$ cat src/design/video_pkg.sv
// Video timing package with the timing record and the fixed output mode table
`default_nettype none

package video_pkg;

	localparam int unsigned TIM_W        = 12;
	// Words carried by a custom timing command
	localparam int unsigned TIMING_WORDS = 8;

	typedef logic [TIM_W-1:0] tim_t;

	typedef struct packed {
		tim_t width;
		tim_t hfp;
		tim_t hs;
		tim_t hbp;
		tim_t height;
		tim_t vfp;
		tim_t vs;
		tim_t vbp;
	} video_timing_t;

	// ==================================================
	// Fixed modes 1 to 7
	// ==================================================
	localparam video_timing_t MODE_TABLE [1:7] = '{
		// 1024x768 VESA, 65 MHz
		'{12'd1024, 12'd24,  12'd136, 12'd160, 12'd768,  12'd3,  12'd6, 12'd29},
		// 720x480 CEA, 27 MHz
		'{12'd720,  12'd16,  12'd62,  12'd60,  12'd480,  12'd9,  12'd6, 12'd30},
		// 720x576 CEA, 27 MHz
		'{12'd720,  12'd12,  12'd64,  12'd68,  12'd576,  12'd5,  12'd5, 12'd39},
		// 1280x1024 VESA, 108 MHz
		'{12'd1280, 12'd48,  12'd112, 12'd248, 12'd1024, 12'd1,  12'd3, 12'd38},
		// 800x600 VESA, 40 MHz
		'{12'd800,  12'd40,  12'd128, 12'd88,  12'd600,  12'd1,  12'd4, 12'd23},
		// 640x480, 25.175 MHz
		'{12'd640,  12'd16,  12'd96,  12'd48,  12'd480,  12'd10, 12'd2, 12'd33},
		// 1280x720 with wide front porch
		'{12'd1280, 12'd440, 12'd40,  12'd220, 12'd720,  12'd5,  12'd5, 12'd20}
	};

	// 1280x720 CEA, 74.25 MHz
	localparam video_timing_t CUSTOM_DEFAULT = '{
		width:  12'd1280,
		hfp:    12'd110,
		hs:     12'd40,
		hbp:    12'd220,
		height: 12'd720,
		vfp:    12'd5,
		vs:     12'd5,
		vbp:    12'd20
	};

endpackage

`default_nettype wire

$ cat src/design/hps_pkg.sv
// Host link package with the decoded host word, config fields, command codes and core magic
`default_nettype none

package hps_pkg;

	// ==================================================
	// Host word bit positions (gp_out)
	// ==================================================
	localparam int unsigned DIN_W        = 16;
	localparam int unsigned IO_CLK_BIT   = 17;
	localparam int unsigned IO_FPGA_BIT  = 18;
	localparam int unsigned IO_OSD_BIT   = 19;
	localparam int unsigned IO_UIO_BIT   = 20;
	localparam int unsigned DISK_ACT_BIT = 29;
	localparam int unsigned RST_CTL_LSB  = 30;
	// Host reads magic while this bit is low
	localparam int unsigned HOST_SEL_BIT = 31;

	// Status word bit positions (gp_in)
	localparam int unsigned STAT_USER_BIT = 30;
	localparam int unsigned STAT_OSD_BIT  = 29;
	localparam int unsigned STAT_VER_LSB  = 18;
	localparam int unsigned STAT_ACK_BIT  = 17;

	// Config word bit positions (command 1 data)
	localparam int unsigned HDMI_RES_W      = 3;
	localparam int unsigned CFG_RES_LSB     = 8;
	localparam int unsigned CFG_DVI_BIT     = 7;
	localparam int unsigned CFG_A96_BIT     = 6;
	localparam int unsigned CFG_YPBPR_BIT   = 5;
	localparam int unsigned CFG_CSYNC_BIT   = 3;

	typedef struct packed {
		logic [DIN_W-1:0] din;
		logic             io_clk;
		logic             io_fpga;
		logic             io_osd;
		logic             io_uio;
		logic             disk_act;
		logic [1:0]       rst_ctl;
	} host_io_t;

	typedef struct packed {
		logic [HDMI_RES_W-1:0] hdmi_res;
		logic                  dvi_mode;
		logic                  audio_96k;
		logic                  ypbpr_en;
		logic                  csync;
	} cfg_t;

	typedef logic [7:0] cmd_t;

	localparam cmd_t CMD_CFG    = 8'h01;
	localparam cmd_t CMD_TIMING = 8'h20;

	// Generic core type in the low byte
	localparam logic [31:0] CORE_MAGIC = 32'h5CA6_23A4;
	localparam logic [1:0]  IO_VER     = 2'd1;

endpackage

`default_nettype wire
$ cat src/design/sys_top.sv
// Board housekeeping top with host link, reset request, buttons, LEDs and VGA sync
`default_nettype none

module sys_top #(
	parameter int unsigned DEB_DIV    = 100000,
	parameter int unsigned SYNC_CNT_W = 16
) (
	input  wire logic                      FPGA_CLK2_50,
	input  wire logic                      resetd,
	input  wire logic [31:0]               gp_out,
	output      logic [31:0]               gp_in,
	input  wire logic                      btn_user,
	input  wire logic                      btn_osd,
	input  wire logic [1:0]                key,
	input  wire logic                      core_led_user,
	input  wire logic [1:0]                core_led_power,
	input  wire logic [1:0]                core_led_disk,
	input  wire logic                      vs_emu,
	input  wire logic                      hs_emu,
	output      logic                      led_user,
	output      logic                      led_hdd,
	output      logic                      led_power,
	output      logic [7:0]                led,
	output      logic                      vga_hs,
	output      logic                      vga_vs,
	output      video_pkg::video_timing_t  timing,
	output      logic                      dvi_mode,
	output      logic                      audio_96k,
	output      logic                      ypbpr_en,
	output      logic                      reset_req
);

	logic [31:0]       gp_outd;
	logic [31:0]       gp_outr;
	hps_pkg::host_io_t host;
	hps_pkg::cfg_t     cfg;
	logic              io_ack;
	logic [1:0]        rst_prev;
	logic [31:0]       status_word;
	video_pkg::video_timing_t custom_timing;
	logic [1:0]        btn_pressed;
	logic [1:0]        btn_level;
	logic              led_p;
	logic              led_d;
	logic              led_u;
	logic              vs;
	logic              hs;

	// ==================================================
	// Host link
	// ==================================================
	always_ff @(posedge FPGA_CLK2_50) begin
		if (resetd) begin
			gp_outd <= '0;
			gp_outr <= '0;
		end else begin
			gp_outd <= gp_out;
			gp_outr <= gp_outd;
		end
	end

	assign host = '{
		din:      gp_outr[hps_pkg::DIN_W-1:0],
		io_clk:   gp_outr[hps_pkg::IO_CLK_BIT],
		io_fpga:  gp_outr[hps_pkg::IO_FPGA_BIT],
		io_osd:   gp_outr[hps_pkg::IO_OSD_BIT],
		io_uio:   gp_outr[hps_pkg::IO_UIO_BIT],
		disk_act: gp_outr[hps_pkg::DISK_ACT_BIT],
		rst_ctl:  gp_outr[hps_pkg::RST_CTL_LSB +: 2]
	};

	always_comb begin
		status_word = '0;
		status_word[hps_pkg::STAT_USER_BIT]    = btn_level[1];
		status_word[hps_pkg::STAT_OSD_BIT]     = btn_level[0];
		status_word[hps_pkg::STAT_VER_LSB +: 2] = hps_pkg::IO_VER;
		status_word[hps_pkg::STAT_ACK_BIT]     = io_ack;
	end

	// Magic tells the host the fabric is configured
	assign gp_in = gp_out[hps_pkg::HOST_SEL_BIT] ? status_word : hps_pkg::CORE_MAGIC;

	hps_cmd_decoder u_cmd_decoder (
		.FPGA_CLK2_50  (FPGA_CLK2_50),
		.resetd        (resetd),
		.host          (host),
		.io_ack        (io_ack),
		.cfg           (cfg),
		.custom_timing (custom_timing)
	);

	video_mode_select u_mode_select (
		.FPGA_CLK2_50  (FPGA_CLK2_50),
		.resetd        (resetd),
		.hdmi_res      (cfg.hdmi_res),
		.custom_timing (custom_timing),
		.timing        (timing)
	);

	assign dvi_mode  = cfg.dvi_mode;
	assign audio_96k = cfg.audio_96k;
	assign ypbpr_en  = cfg.ypbpr_en;

	// ==================================================
	// Reset request
	// ==================================================
	// Clear needs code 0 then code 2, so a stray 2 does nothing
	always_ff @(posedge FPGA_CLK2_50) begin
		if (resetd) begin
			rst_prev  <= '0;
			reset_req <= 1'b0;
		end else begin
			rst_prev <= host.rst_ctl;
			if (host.rst_ctl == 2'd1) begin
				reset_req <= 1'b1;
			end
			if (host.rst_ctl == 2'd2 && rst_prev == 2'd0) begin
				reset_req <= 1'b0;
			end
		end
	end

	// Buttons and keys are active low
	assign btn_pressed = {~(btn_user & key[1]), ~(btn_osd & key[0])};

	button_debounce #(
		.DEB_DIV (DEB_DIV)
	) u_debounce (
		.FPGA_CLK2_50 (FPGA_CLK2_50),
		.resetd       (resetd),
		.pressed      (btn_pressed),
		.level        (btn_level)
	);

	// LEDs
	assign led_p = core_led_power[1] & ~core_led_power[0];
	assign led_d = core_led_disk[1] ? ~core_led_disk[0]
	                                : ~(core_led_disk[0] | gp_out[hps_pkg::DISK_ACT_BIT]);
	assign led_u = ~core_led_user;

	assign led_power = led_p;
	assign led_hdd   = led_d;
	assign led_user  = led_u;
	assign led       = {3'b000, ~led_p, 1'b0, ~led_d, 1'b0, ~led_u};

	// ==================================================
	// VGA sync
	// ==================================================
	sync_polarity_fix #(
		.SYNC_CNT_W (SYNC_CNT_W)
	) u_sync_v (
		.FPGA_CLK2_50 (FPGA_CLK2_50),
		.resetd       (resetd),
		.sync_in      (vs_emu),
		.sync_out     (vs)
	);

	sync_polarity_fix #(
		.SYNC_CNT_W (SYNC_CNT_W)
	) u_sync_h (
		.FPGA_CLK2_50 (FPGA_CLK2_50),
		.resetd       (resetd),
		.sync_in      (hs_emu),
		.sync_out     (hs)
	);

	// Composite sync rides on HS, VS held inactive
	assign vga_vs = cfg.csync ? 1'b1 : ~vs;
	assign vga_hs = cfg.csync ? ~(vs ^ hs) : ~hs;

endmodule

`default_nettype wire

$ cat src/design/sync_polarity_fix.sv
// Sync polarity fixer that flips the input so the short phase is always the high pulse
`default_nettype none

module sync_polarity_fix #(
	parameter int unsigned SYNC_CNT_W = 16
) (
	input  wire logic FPGA_CLK2_50,
	input  wire logic resetd,
	input  wire logic sync_in,
	output      logic sync_out
);

	logic                  s1;
	logic                  s2;
	logic [SYNC_CNT_W-1:0] phase_cnt;
	logic [SYNC_CNT_W-1:0] low_len;
	logic [SYNC_CNT_W-1:0] high_len;
	logic                  pol;

	assign sync_out = sync_in ^ pol;

	always_ff @(posedge FPGA_CLK2_50) begin
		if (resetd) begin
			s1        <= 1'b0;
			s2        <= 1'b0;
			phase_cnt <= '0;
			low_len   <= '0;
			high_len  <= '0;
			pol       <= 1'b0;
		end else begin
			s1 <= sync_in;
			s2 <= s1;

			// Rising edge ends a low phase, falling edge a high phase
			if (!s2 && s1) begin
				low_len <= phase_cnt;
			end
			if (s2 && !s1) begin
				high_len <= phase_cnt;
			end

			if (s2 != s1) begin
				phase_cnt <= '0;
			end else if (phase_cnt != '1) begin
				phase_cnt <= phase_cnt + 1'b1;
			end

			pol <= (high_len > low_len);
		end
	end

endmodule

`default_nettype wire

$ cat src/design/button_debounce.sv
// Button debouncer that samples on a slow tick and needs eight equal samples to change
`default_nettype none

module button_debounce #(
	parameter int unsigned DEB_DIV = 100000
) (
	input  wire logic       FPGA_CLK2_50,
	input  wire logic       resetd,
	input  wire logic [1:0] pressed,
	output      logic [1:0] level
);

	localparam int unsigned DIV_W = $clog2(DEB_DIV + 1);

	logic [DIV_W-1:0]  div_cnt;
	logic              tick;
	logic [1:0][7:0]   hist;

	// Tick once every DEB_DIV+1 cycles
	assign tick = (div_cnt == DIV_W'(DEB_DIV));

	always_ff @(posedge FPGA_CLK2_50) begin
		if (resetd) begin
			div_cnt <= '0;
		end else if (tick) begin
			div_cnt <= '0;
		end else begin
			div_cnt <= div_cnt + 1'b1;
		end
	end

	// Index 1 is the user button, index 0 the OSD button
	always_ff @(posedge FPGA_CLK2_50) begin
		if (resetd) begin
			hist  <= '0;
			level <= '0;
		end else if (tick) begin
			for (int i = 0; i < 2; i++) begin
				hist[i] <= {hist[i][6:0], pressed[i]};
				if (&hist[i]) begin
					level[i] <= 1'b1;
				end
				if (hist[i] == 8'h00) begin
					level[i] <= 1'b0;
				end
			end
		end
	end

endmodule

`default_nettype wire

$ cat src/design/video_mode_select.sv
// Video mode selector that picks a fixed mode or the custom timing and registers it
`default_nettype none

module video_mode_select (
	input  wire logic                            FPGA_CLK2_50,
	input  wire logic                            resetd,
	input  wire logic [hps_pkg::HDMI_RES_W-1:0]  hdmi_res,
	input  wire video_pkg::video_timing_t        custom_timing,
	output      video_pkg::video_timing_t        timing
);

	video_pkg::video_timing_t timing_next;

	// Mode 0 is the host-loaded custom timing
	always_comb begin
		if (hdmi_res == '0) begin
			timing_next = custom_timing;
		end else begin
			timing_next = video_pkg::MODE_TABLE[hdmi_res];
		end
	end

	// Reset value matches mode 0 with default custom timing
	always_ff @(posedge FPGA_CLK2_50) begin
		if (resetd) begin
			timing <= video_pkg::CUSTOM_DEFAULT;
		end else begin
			timing <= timing_next;
		end
	end

endmodule

`default_nettype wire

$ cat src/design/hps_cmd_decoder.sv
// Host command decoder that makes strobe and ack and parses config and custom timing frames
`default_nettype none

module hps_cmd_decoder (
	input  wire logic                      FPGA_CLK2_50,
	input  wire logic                      resetd,
	input  wire hps_pkg::host_io_t         host,
	output      logic                      io_ack,
	output      hps_pkg::cfg_t             cfg,
	output      video_pkg::video_timing_t  custom_timing
);

	logic              rack;
	logic              io_strobe;
	logic              has_cmd;
	hps_pkg::cmd_t     cmd;
	logic [3:0]        word_cnt;
	hps_pkg::cfg_t     cfg_word;
	video_pkg::tim_t   timing_word;

	// ==================================================
	// Strobe and ack
	// ==================================================
	// One pulse per io_clk rising level
	assign io_strobe = host.io_clk & ~rack;

	always_ff @(posedge FPGA_CLK2_50) begin
		if (resetd) begin
			rack   <= 1'b0;
			io_ack <= 1'b0;
		end else begin
			rack   <= host.io_clk;
			io_ack <= rack;
		end
	end

	// Field views of the current data word
	assign cfg_word = '{
		hdmi_res:  host.din[hps_pkg::CFG_RES_LSB +: hps_pkg::HDMI_RES_W],
		dvi_mode:  host.din[hps_pkg::CFG_DVI_BIT],
		audio_96k: host.din[hps_pkg::CFG_A96_BIT],
		ypbpr_en:  host.din[hps_pkg::CFG_YPBPR_BIT],
		csync:     host.din[hps_pkg::CFG_CSYNC_BIT]
	};

	assign timing_word = host.din[video_pkg::TIM_W-1:0];

	// ==================================================
	// Command frame
	// ==================================================
	always_ff @(posedge FPGA_CLK2_50) begin
		if (resetd) begin
			has_cmd       <= 1'b0;
			cmd           <= '0;
			word_cnt      <= '0;
			cfg           <= '0;
			custom_timing <= video_pkg::CUSTOM_DEFAULT;
		end else if (!host.io_uio) begin
			has_cmd <= 1'b0;
		end else if (io_strobe) begin
			if (!has_cmd) begin
				// First word of a frame is the command
				has_cmd  <= 1'b1;
				cmd      <= host.din[7:0];
				word_cnt <= '0;
			end else begin
				case (cmd)
					hps_pkg::CMD_CFG: begin
						cfg <= cfg_word;
					end
					hps_pkg::CMD_TIMING: begin
						// Words past the eighth carried PLL data, dropped here
						if (word_cnt < video_pkg::TIMING_WORDS) begin
							word_cnt <= word_cnt + 4'd1;
							case (word_cnt)
								4'd0: custom_timing.width  <= timing_word;
								4'd1: custom_timing.hfp    <= timing_word;
								4'd2: custom_timing.hs     <= timing_word;
								4'd3: custom_timing.hbp    <= timing_word;
								4'd4: custom_timing.height <= timing_word;
								4'd5: custom_timing.vfp    <= timing_word;
								4'd6: custom_timing.vs     <= timing_word;
								4'd7: custom_timing.vbp    <= timing_word;
								default: begin
								end
							endcase
						end
					end
					default: begin
					end
				endcase
			end
		end
	end

endmodule

`default_nettype wire

$ cat config.mk
export PLATFORM = sky130hd
export DESIGN_NAME = sys_top
export DESIGN_NICKNAME = d
export VERILOG_FILES = /design/src/design/video_pkg.sv /design/src/design/hps_pkg.sv /design/src/design/sys_top.sv /design/src/design/sync_polarity_fix.sv /design/src/design/button_debounce.sv /design/src/design/video_mode_select.sv /design/src/design/hps_cmd_decoder.sv
export SDC_FILE = /design/constraint.sdc
export NUM_CORES = 1
export LEC_CHECK = 0
export BUFFER_PORTS_ARGS = -buffer_cell sky130_fd_sc_hd__buf_4
export CORE_MARGIN = 4
export CORE_UTILIZATION = 50
export CTS_BUF_LIST = sky130_fd_sc_hd__clkbuf_8 sky130_fd_sc_hd__clkbuf_16
export DETAILED_ROUTE_END_ITERATION = 12
export GPL_TIMING_DRIVEN = 1
export HOLD_SLACK_MARGIN = 0.05
export PLACE_DENSITY = 0.76
export SYNTH_ARGS = -nofsm -noshare
export SYNTH_HDL_FRONTEND = slang
export SYNTH_SLANG_ARGS = --single-unit
$ cat constraint.sdc
create_clock -name FPGA_CLK2_50 -period 4.07 [get_ports FPGA_CLK2_50]
set_input_delay 0.407 -clock FPGA_CLK2_50 [delete_from_list [all_inputs] [get_ports FPGA_CLK2_50]]
set_output_delay 0.407 -clock FPGA_CLK2_50 [all_outputs]
set_load 0.01 [all_outputs]
# After elaboration in Yosys (flattened, before gate mapping)
# Memories as Yosys holds them, arrays and structs flattened.
# Cells that the tools add are included.
dict set report op_classes {
  addsub 4
  order_cmp 4
  eq_ne 18
  muxes 14
  bitwise 23
  reduce_logical 36
}
# op n
set op_table {}
lappend op_table {{$mux W96} 3}
lappend op_table {{$reduce_and A6 Y1} 8}
lappend op_table {{$add A16 B1 Y16 const B} 2}
lappend op_table {{$gt A16 B16 Y1} 2}
lappend op_table {{$ne A16 B16 Y1 const B} 2}
lappend op_table {{$mux W31} 1}
lappend op_table {{$add A17 B1 Y17 const B} 1}
lappend op_table {{$eq A17 B17 Y1 const B} 1}
lappend op_table {{$eq A4 B3 Y1 const B} 4}
lappend op_table {{$logic_not A8 Y1} 2}
lappend op_table {{$reduce_and A8 Y1} 2}
lappend op_table {{$not A1 Y1} 14}
lappend op_table {{$mux W4} 3}
lappend op_table {{$reduce_or A2 Y1} 5}
lappend op_table {{$eq A4 B2 Y1 const B} 2}
lappend op_table {{$eq A8 B1 Y1 const B} 1}
lappend op_table {{$eq A8 B6 Y1 const B} 1}
lappend op_table {{$reduce_and A4 Y1} 2}
lappend op_table {{$mux W1} 7}
lappend op_table {{$logic_and A1 B1 Y1} 5}
lappend op_table {{$add A4 B1 Y4 const B} 1}
lappend op_table {{$and A1 B1 Y1} 4}
lappend op_table {{$eq A4 B1 Y1 const B} 1}
lappend op_table {{$ge A4 B4 Y1 const B} 1}
lappend op_table {{other kinds (15)} 24}
dict set report totals {
  ff_bits 418
  mem_bits_ro 768
  wordCells 147
  memories 1
}
# memory depth width rd rd_ports_with_merged_regs write_ports line_no
set mem_list {}
lappend mem_list {{(name not given)} 8 96 1 0 0 video_mode_select.sv:19} ;# timing_next = video_pkg::MODE_TABLE[hdmi_res];

# Longest topological paths before layout
dict set report logic_depth {
  word_depth 5
  ltp_mapped 8
  ltp_nobuf 6
}

# Cells and area by module
# From an unflattened synthesis, not the netlist that was laid out.
dict set report hier_totals {
  cells_unflattened 1616
  hier_area_um2 15999.1
}
# mod n_inst cells_each area_per_inst_um2 seq_area_each_um2
set by_module_without_submodules {}
lappend by_module_without_submodules {sync_polarity_fix 2 268 2467.4 1021.0}
lappend by_module_without_submodules {hps_cmd_decoder 1 451 4687.0 2362.3}
lappend by_module_without_submodules {video_mode_select 1 315 3165.5 1921.8}
lappend by_module_without_submodules {sys_top 1 157 1680.4 980.9}
lappend by_module_without_submodules {button_debounce 1 157 1531.5 700.7}

# Worst setup path after synthesis
# OpenSTA, ideal clock, no wires.
dict set report synth_timing {
  kind {reg-to-reg}
  startpoint {register u_debounce.div_cnt[0]}
  endpoint {register u_debounce.div_cnt[10]}
  setup_ps 115
  arrival_ps 1868
  t_required_ps 3955
  path_slack_ps 2087
  path_stages_with_launch 9
  synth_period_minus_slack_ps 1983
  path_cell_list {dfxtp_1 -> inv_1 -> ha_1 -> or4b_4 -> or3_1 -> buf_6 -> o21ai_4 -> buf_6 -> nor2_1}
}
dict set report synth_via {
  elab_chain_cells 2
}
# element line_no
set synth_lines {}
lappend synth_lines {{from (decl)} button_debounce.sv:15} ;# logic [DIV_W-1:0] div_cnt;
lappend synth_lines {{from (signal assigned)} button_debounce.sv:28} ;# div_cnt <= div_cnt + 1'b1;
lappend synth_lines {{branches (longest 2 deep; another with $add A17 B1 Y17)} --}
# Parallel ways; which one is timed is not known.
# A chain may end at the register's enable or synchronous reset.

# Worst setup path in the final report
dict set report layout_timing {
  startpoint {register u_cmd_decoder.cmd[2]}
  endpoint {register, netlist name u_cmd_decoder.custom_timing[7]}
}
dict set report layout_via {
  elab_chain_cells 2
}
# element line_no
set layout_lines {}
lappend layout_lines {{from (decl)} hps_cmd_decoder.sv:16} ;# hps_pkg::cmd_t cmd;
lappend layout_lines {{from (signal assigned)} hps_cmd_decoder.sv:64} ;# cmd <= host.din[7:0];
lappend layout_lines {{$eq A8 B6 Y1} hps_cmd_decoder.sv:67} ;# case (cmd)
lappend layout_lines {{$reduce_and A6 Y1 (no line)} --}
# No other way between the ends.

==> run metrics <==
type of origin of the critical path register; CTS tree yes; grt ovf 0; WP data required 4.44 ns; Final Power approximately 0.0077 W; diode count 0; Clock power frac a little under half; ys async rst share 0%; Switching Fraction between 20 and 25%; Multi-input gate area just under 0.007 mm^2; Setup-failing EPs final 0; Post-synth EDFFs 0; Gate Count Post-Synth ~1,700; Iter 0 DRT Violations ~1,200; Routed Antenna Nets 0; number of core rows 64; Core ar. slightly above 0.03 mm^2; Synth top area share between 40% and 50%; final-report max-slew violation count 0; final hold violation count 0; worst-margin pin slew 1.124 ns; WL/cell ~17 um; total CTS buffers 40; clk_lat worst skew around 0.53 ns; Max Root-Sink Buffers 3; vias in the first global route ~12,000; drt drc 0; storage element area 0.007727 mm^2; register area share after synthesis between 40% and 50%; RSZ-0062 raised after global routing false; Die ar. between 0.03 and 0.04 mm^2; max_slew headroom between 20% and 30%; drt total wl approximately 37,000 um; CTS Hold Bufs 0; syn_area_per_cell a little under 9 um^2; critical path peak fanout 27; H-tree depth 2; post-synth top area cell dfxtp_1; dpl hpwl roughly 24,000 um; synthesized cell area roughly 0.016 mm^2; largest cells by area after synthesis dfxtp_1 50%, a21oi_1 5.1%, mux2i_1 4.8%; # IOs 190; total number of vias approximately 13,000; Min-Delay Path Class input pin to register; switching power total 0.001674 W; period utilisation layout around 65%; Initial Utilization between 50% and 60%; setup_tns 0 ns; Ys Warns 0; Data arrival, critical path roughly 3.0 ns; global-route usage over all layers between 20% and 30%; IO Port Bufs between 150 and 200; clk sinks approximately 390; share of layout cells above drive strength 1 a little over an eighth; Max Cap Viol 0; Logic pwr share about 2.9%; Crit Path Class register to register; Fmax 0.3797 GHz; first-pass GRT wire length 60,370 um; Yosys cell types between 50 and 60; LEAKAGE ~7 nW; fillers ~2,600; Synth Register Bits 386; initial antenna violation count 1; Reg power frac between 50% and 60%; pwr dens between 400 and 500 mW/mm^2; ys flop type dfxtp_1; Hold Slack 0.09821 ns; cell with the most instances after synthesis dfxtp_1; Int Pwr 0.005983 W; status complete, no violations; Setup Fix Bufs, Post-CTS 0; Clock Pin Slew Worst Setup and Hold Paths 0.06 ns; first drt pass iteration count 5; nets 1,898; CP endpoint kind register; area grow syn2layout 14.89%; Placer Congestion approximately 0.9; largest net degree at the start of global routing 180; Worst VDD drop ~0.42 mV; synth cell count leaders 386 x dfxtp_1, 158 x a21oi_1, 129 x nand3_1, 129 x nor2_1, 121 x clkbuf_1; CTS resizes 0; CTS root buffer clkbuf_16; final worst path period need 2.634 ns; chip height approximately 180 um; chip width between 150 and 200 um; via/cell ratio approximately 5.7; Layout Skew between 0.015 and 0.02 ns
final timing paths:
kind                                          to  depth (start not counted)  slack, ns            startpoint
setup / recovery  u_cmd_decoder.custom_timing[7]                          5       1.44  u_cmd_decoder.cmd[2]
hold / removal                        gp_outd[9]                          2        0.1             gp_out[9]
setup reg to reg  u_cmd_decoder.custom_timing[7]                          5       1.44  u_cmd_decoder.cmd[2]
hold reg to reg                       gp_outr[9]                          1       0.43            gp_outd[9]
registers in the layout (all words and copies together) (netlist names), 2 cells and up:
name / cells
u_cmd_decoder.cmd: 8
u_sync_v.phase_cnt: 16
rst_prev: 2
gp_outd: 16
u_sync_v.low_len: 16
u_sync_v.high_len: 16
u_cmd_decoder.cfg: 7
u_cmd_decoder.word_cnt: 4
gp_outr: 16
u_sync_h.phase_cnt: 16
u_cmd_decoder.custom_timing: 96
u_debounce.hist: 16
u_debounce.div_cnt: 17
u_mode_select.timing: 96
u_sync_h.high_len: 16
u_debounce.level: 2
u_sync_h.low_len: 16
kinds of logic (layout without fill, tap and decap cells):
| logic type | after synthesis | count (layout) | share of synthesized area [%] |
|---|---|---|---|
| AOI/OAI and AO/OA | 354 | 354 | 13.08 |
| xor gates and xnor gates | 19 | 19 | 1.067 |
| adders and majority gates | 53 | 53 | 4.252 |
| buffers and inverters | 240 | 304 | 6.827 |
| DFF | 386 | 386 | 49.55 |
| muxes | 76 | 76 | 4.886 |
| other | 2 | 23 | 0.04815 |
| and+or+nand+nor | 616 | 616 | 20.30 |
cell type report:
type                    count  share of cell area, %
multi-input cells        1141                  38.43
repair buffers            164                  6.962
inverters                  67                  1.404
flip-flops and latches    386                  43.13
clock buffers              45                  5.970
clock inverters            28                  1.341
well taps                 396                  2.765
through the flow:
| stage | std cells | util, % | instance area [um^2] | setup slack (ns) |
|---|---|---|---|---|
| floorplan | 1767 | - | 15680 | 2.087 |
| global placement | 2154 | 54.15 | 16610 | 1.608 |
| detailed placement | 2154 | 54.15 | 16610 | 1.512 |
| CTS | 2227 | 58.42 | 17920 | 1.486 |
| global route | 2227 | 58.42 | 17920 | 1.220 |
| finish | 2227 | 58.42 | 17920 | 1.436 |
per-layer routing:
layer | GRT usage [%] | share of wire (%) | wire length [um] | up-vias
li1 | - | - | - | 6138
met4 | 7.751 | 3.0 | 1141 | 0
met5 | 0 | 0 | 0 | -
met3 | 3.197 | 7.5 | 2803 | 81
met1 | 28.50 | 43 | 16090 | 5969
met2 | 34.53 | 47 | 17460 | 505
critical path, cell delays in order, from the launching register on:
cell and delay [ns]:
dfxtp_1 0.33, nor4_2 0.47, nand4_1 0.73, buf_4 0.51, o31ai_1 0.30, a21oi_1 0.12
layout by cell type, fill, tap and decap left out, types with 44 or more instances in the layout:
cell,Yosys,final
dfxtp_1,386,386
buf_4,36,162
a21oi_1,158,158
nand3_1,129,129
nor2_1,129,128
nand2_1,103,103
o21ai_0,98,98
mux2i_1,75,75
inv_1,67,71
and3_1,62,62
ha_1,53,53
nor2b_1,46,46
o31ai_1,44,44
power by group through the flow:
stage | Sequential, W | Combinational, W | Clock [W]
floorplan | 0.00390 | 0.000182 | 0
finish | 0.00385 | 0.000220 | 0.00359
CTS | 0.00385 | 0.000221 | 0.00364
global placement | 0.00393 | 0.000217 | 0
detailed placement | 0.00393 | 0.000221 | 0
global route | 0.00385 | 0.000243 | 0.00382
No activity file was read; power rests on OpenSTA's default activity.
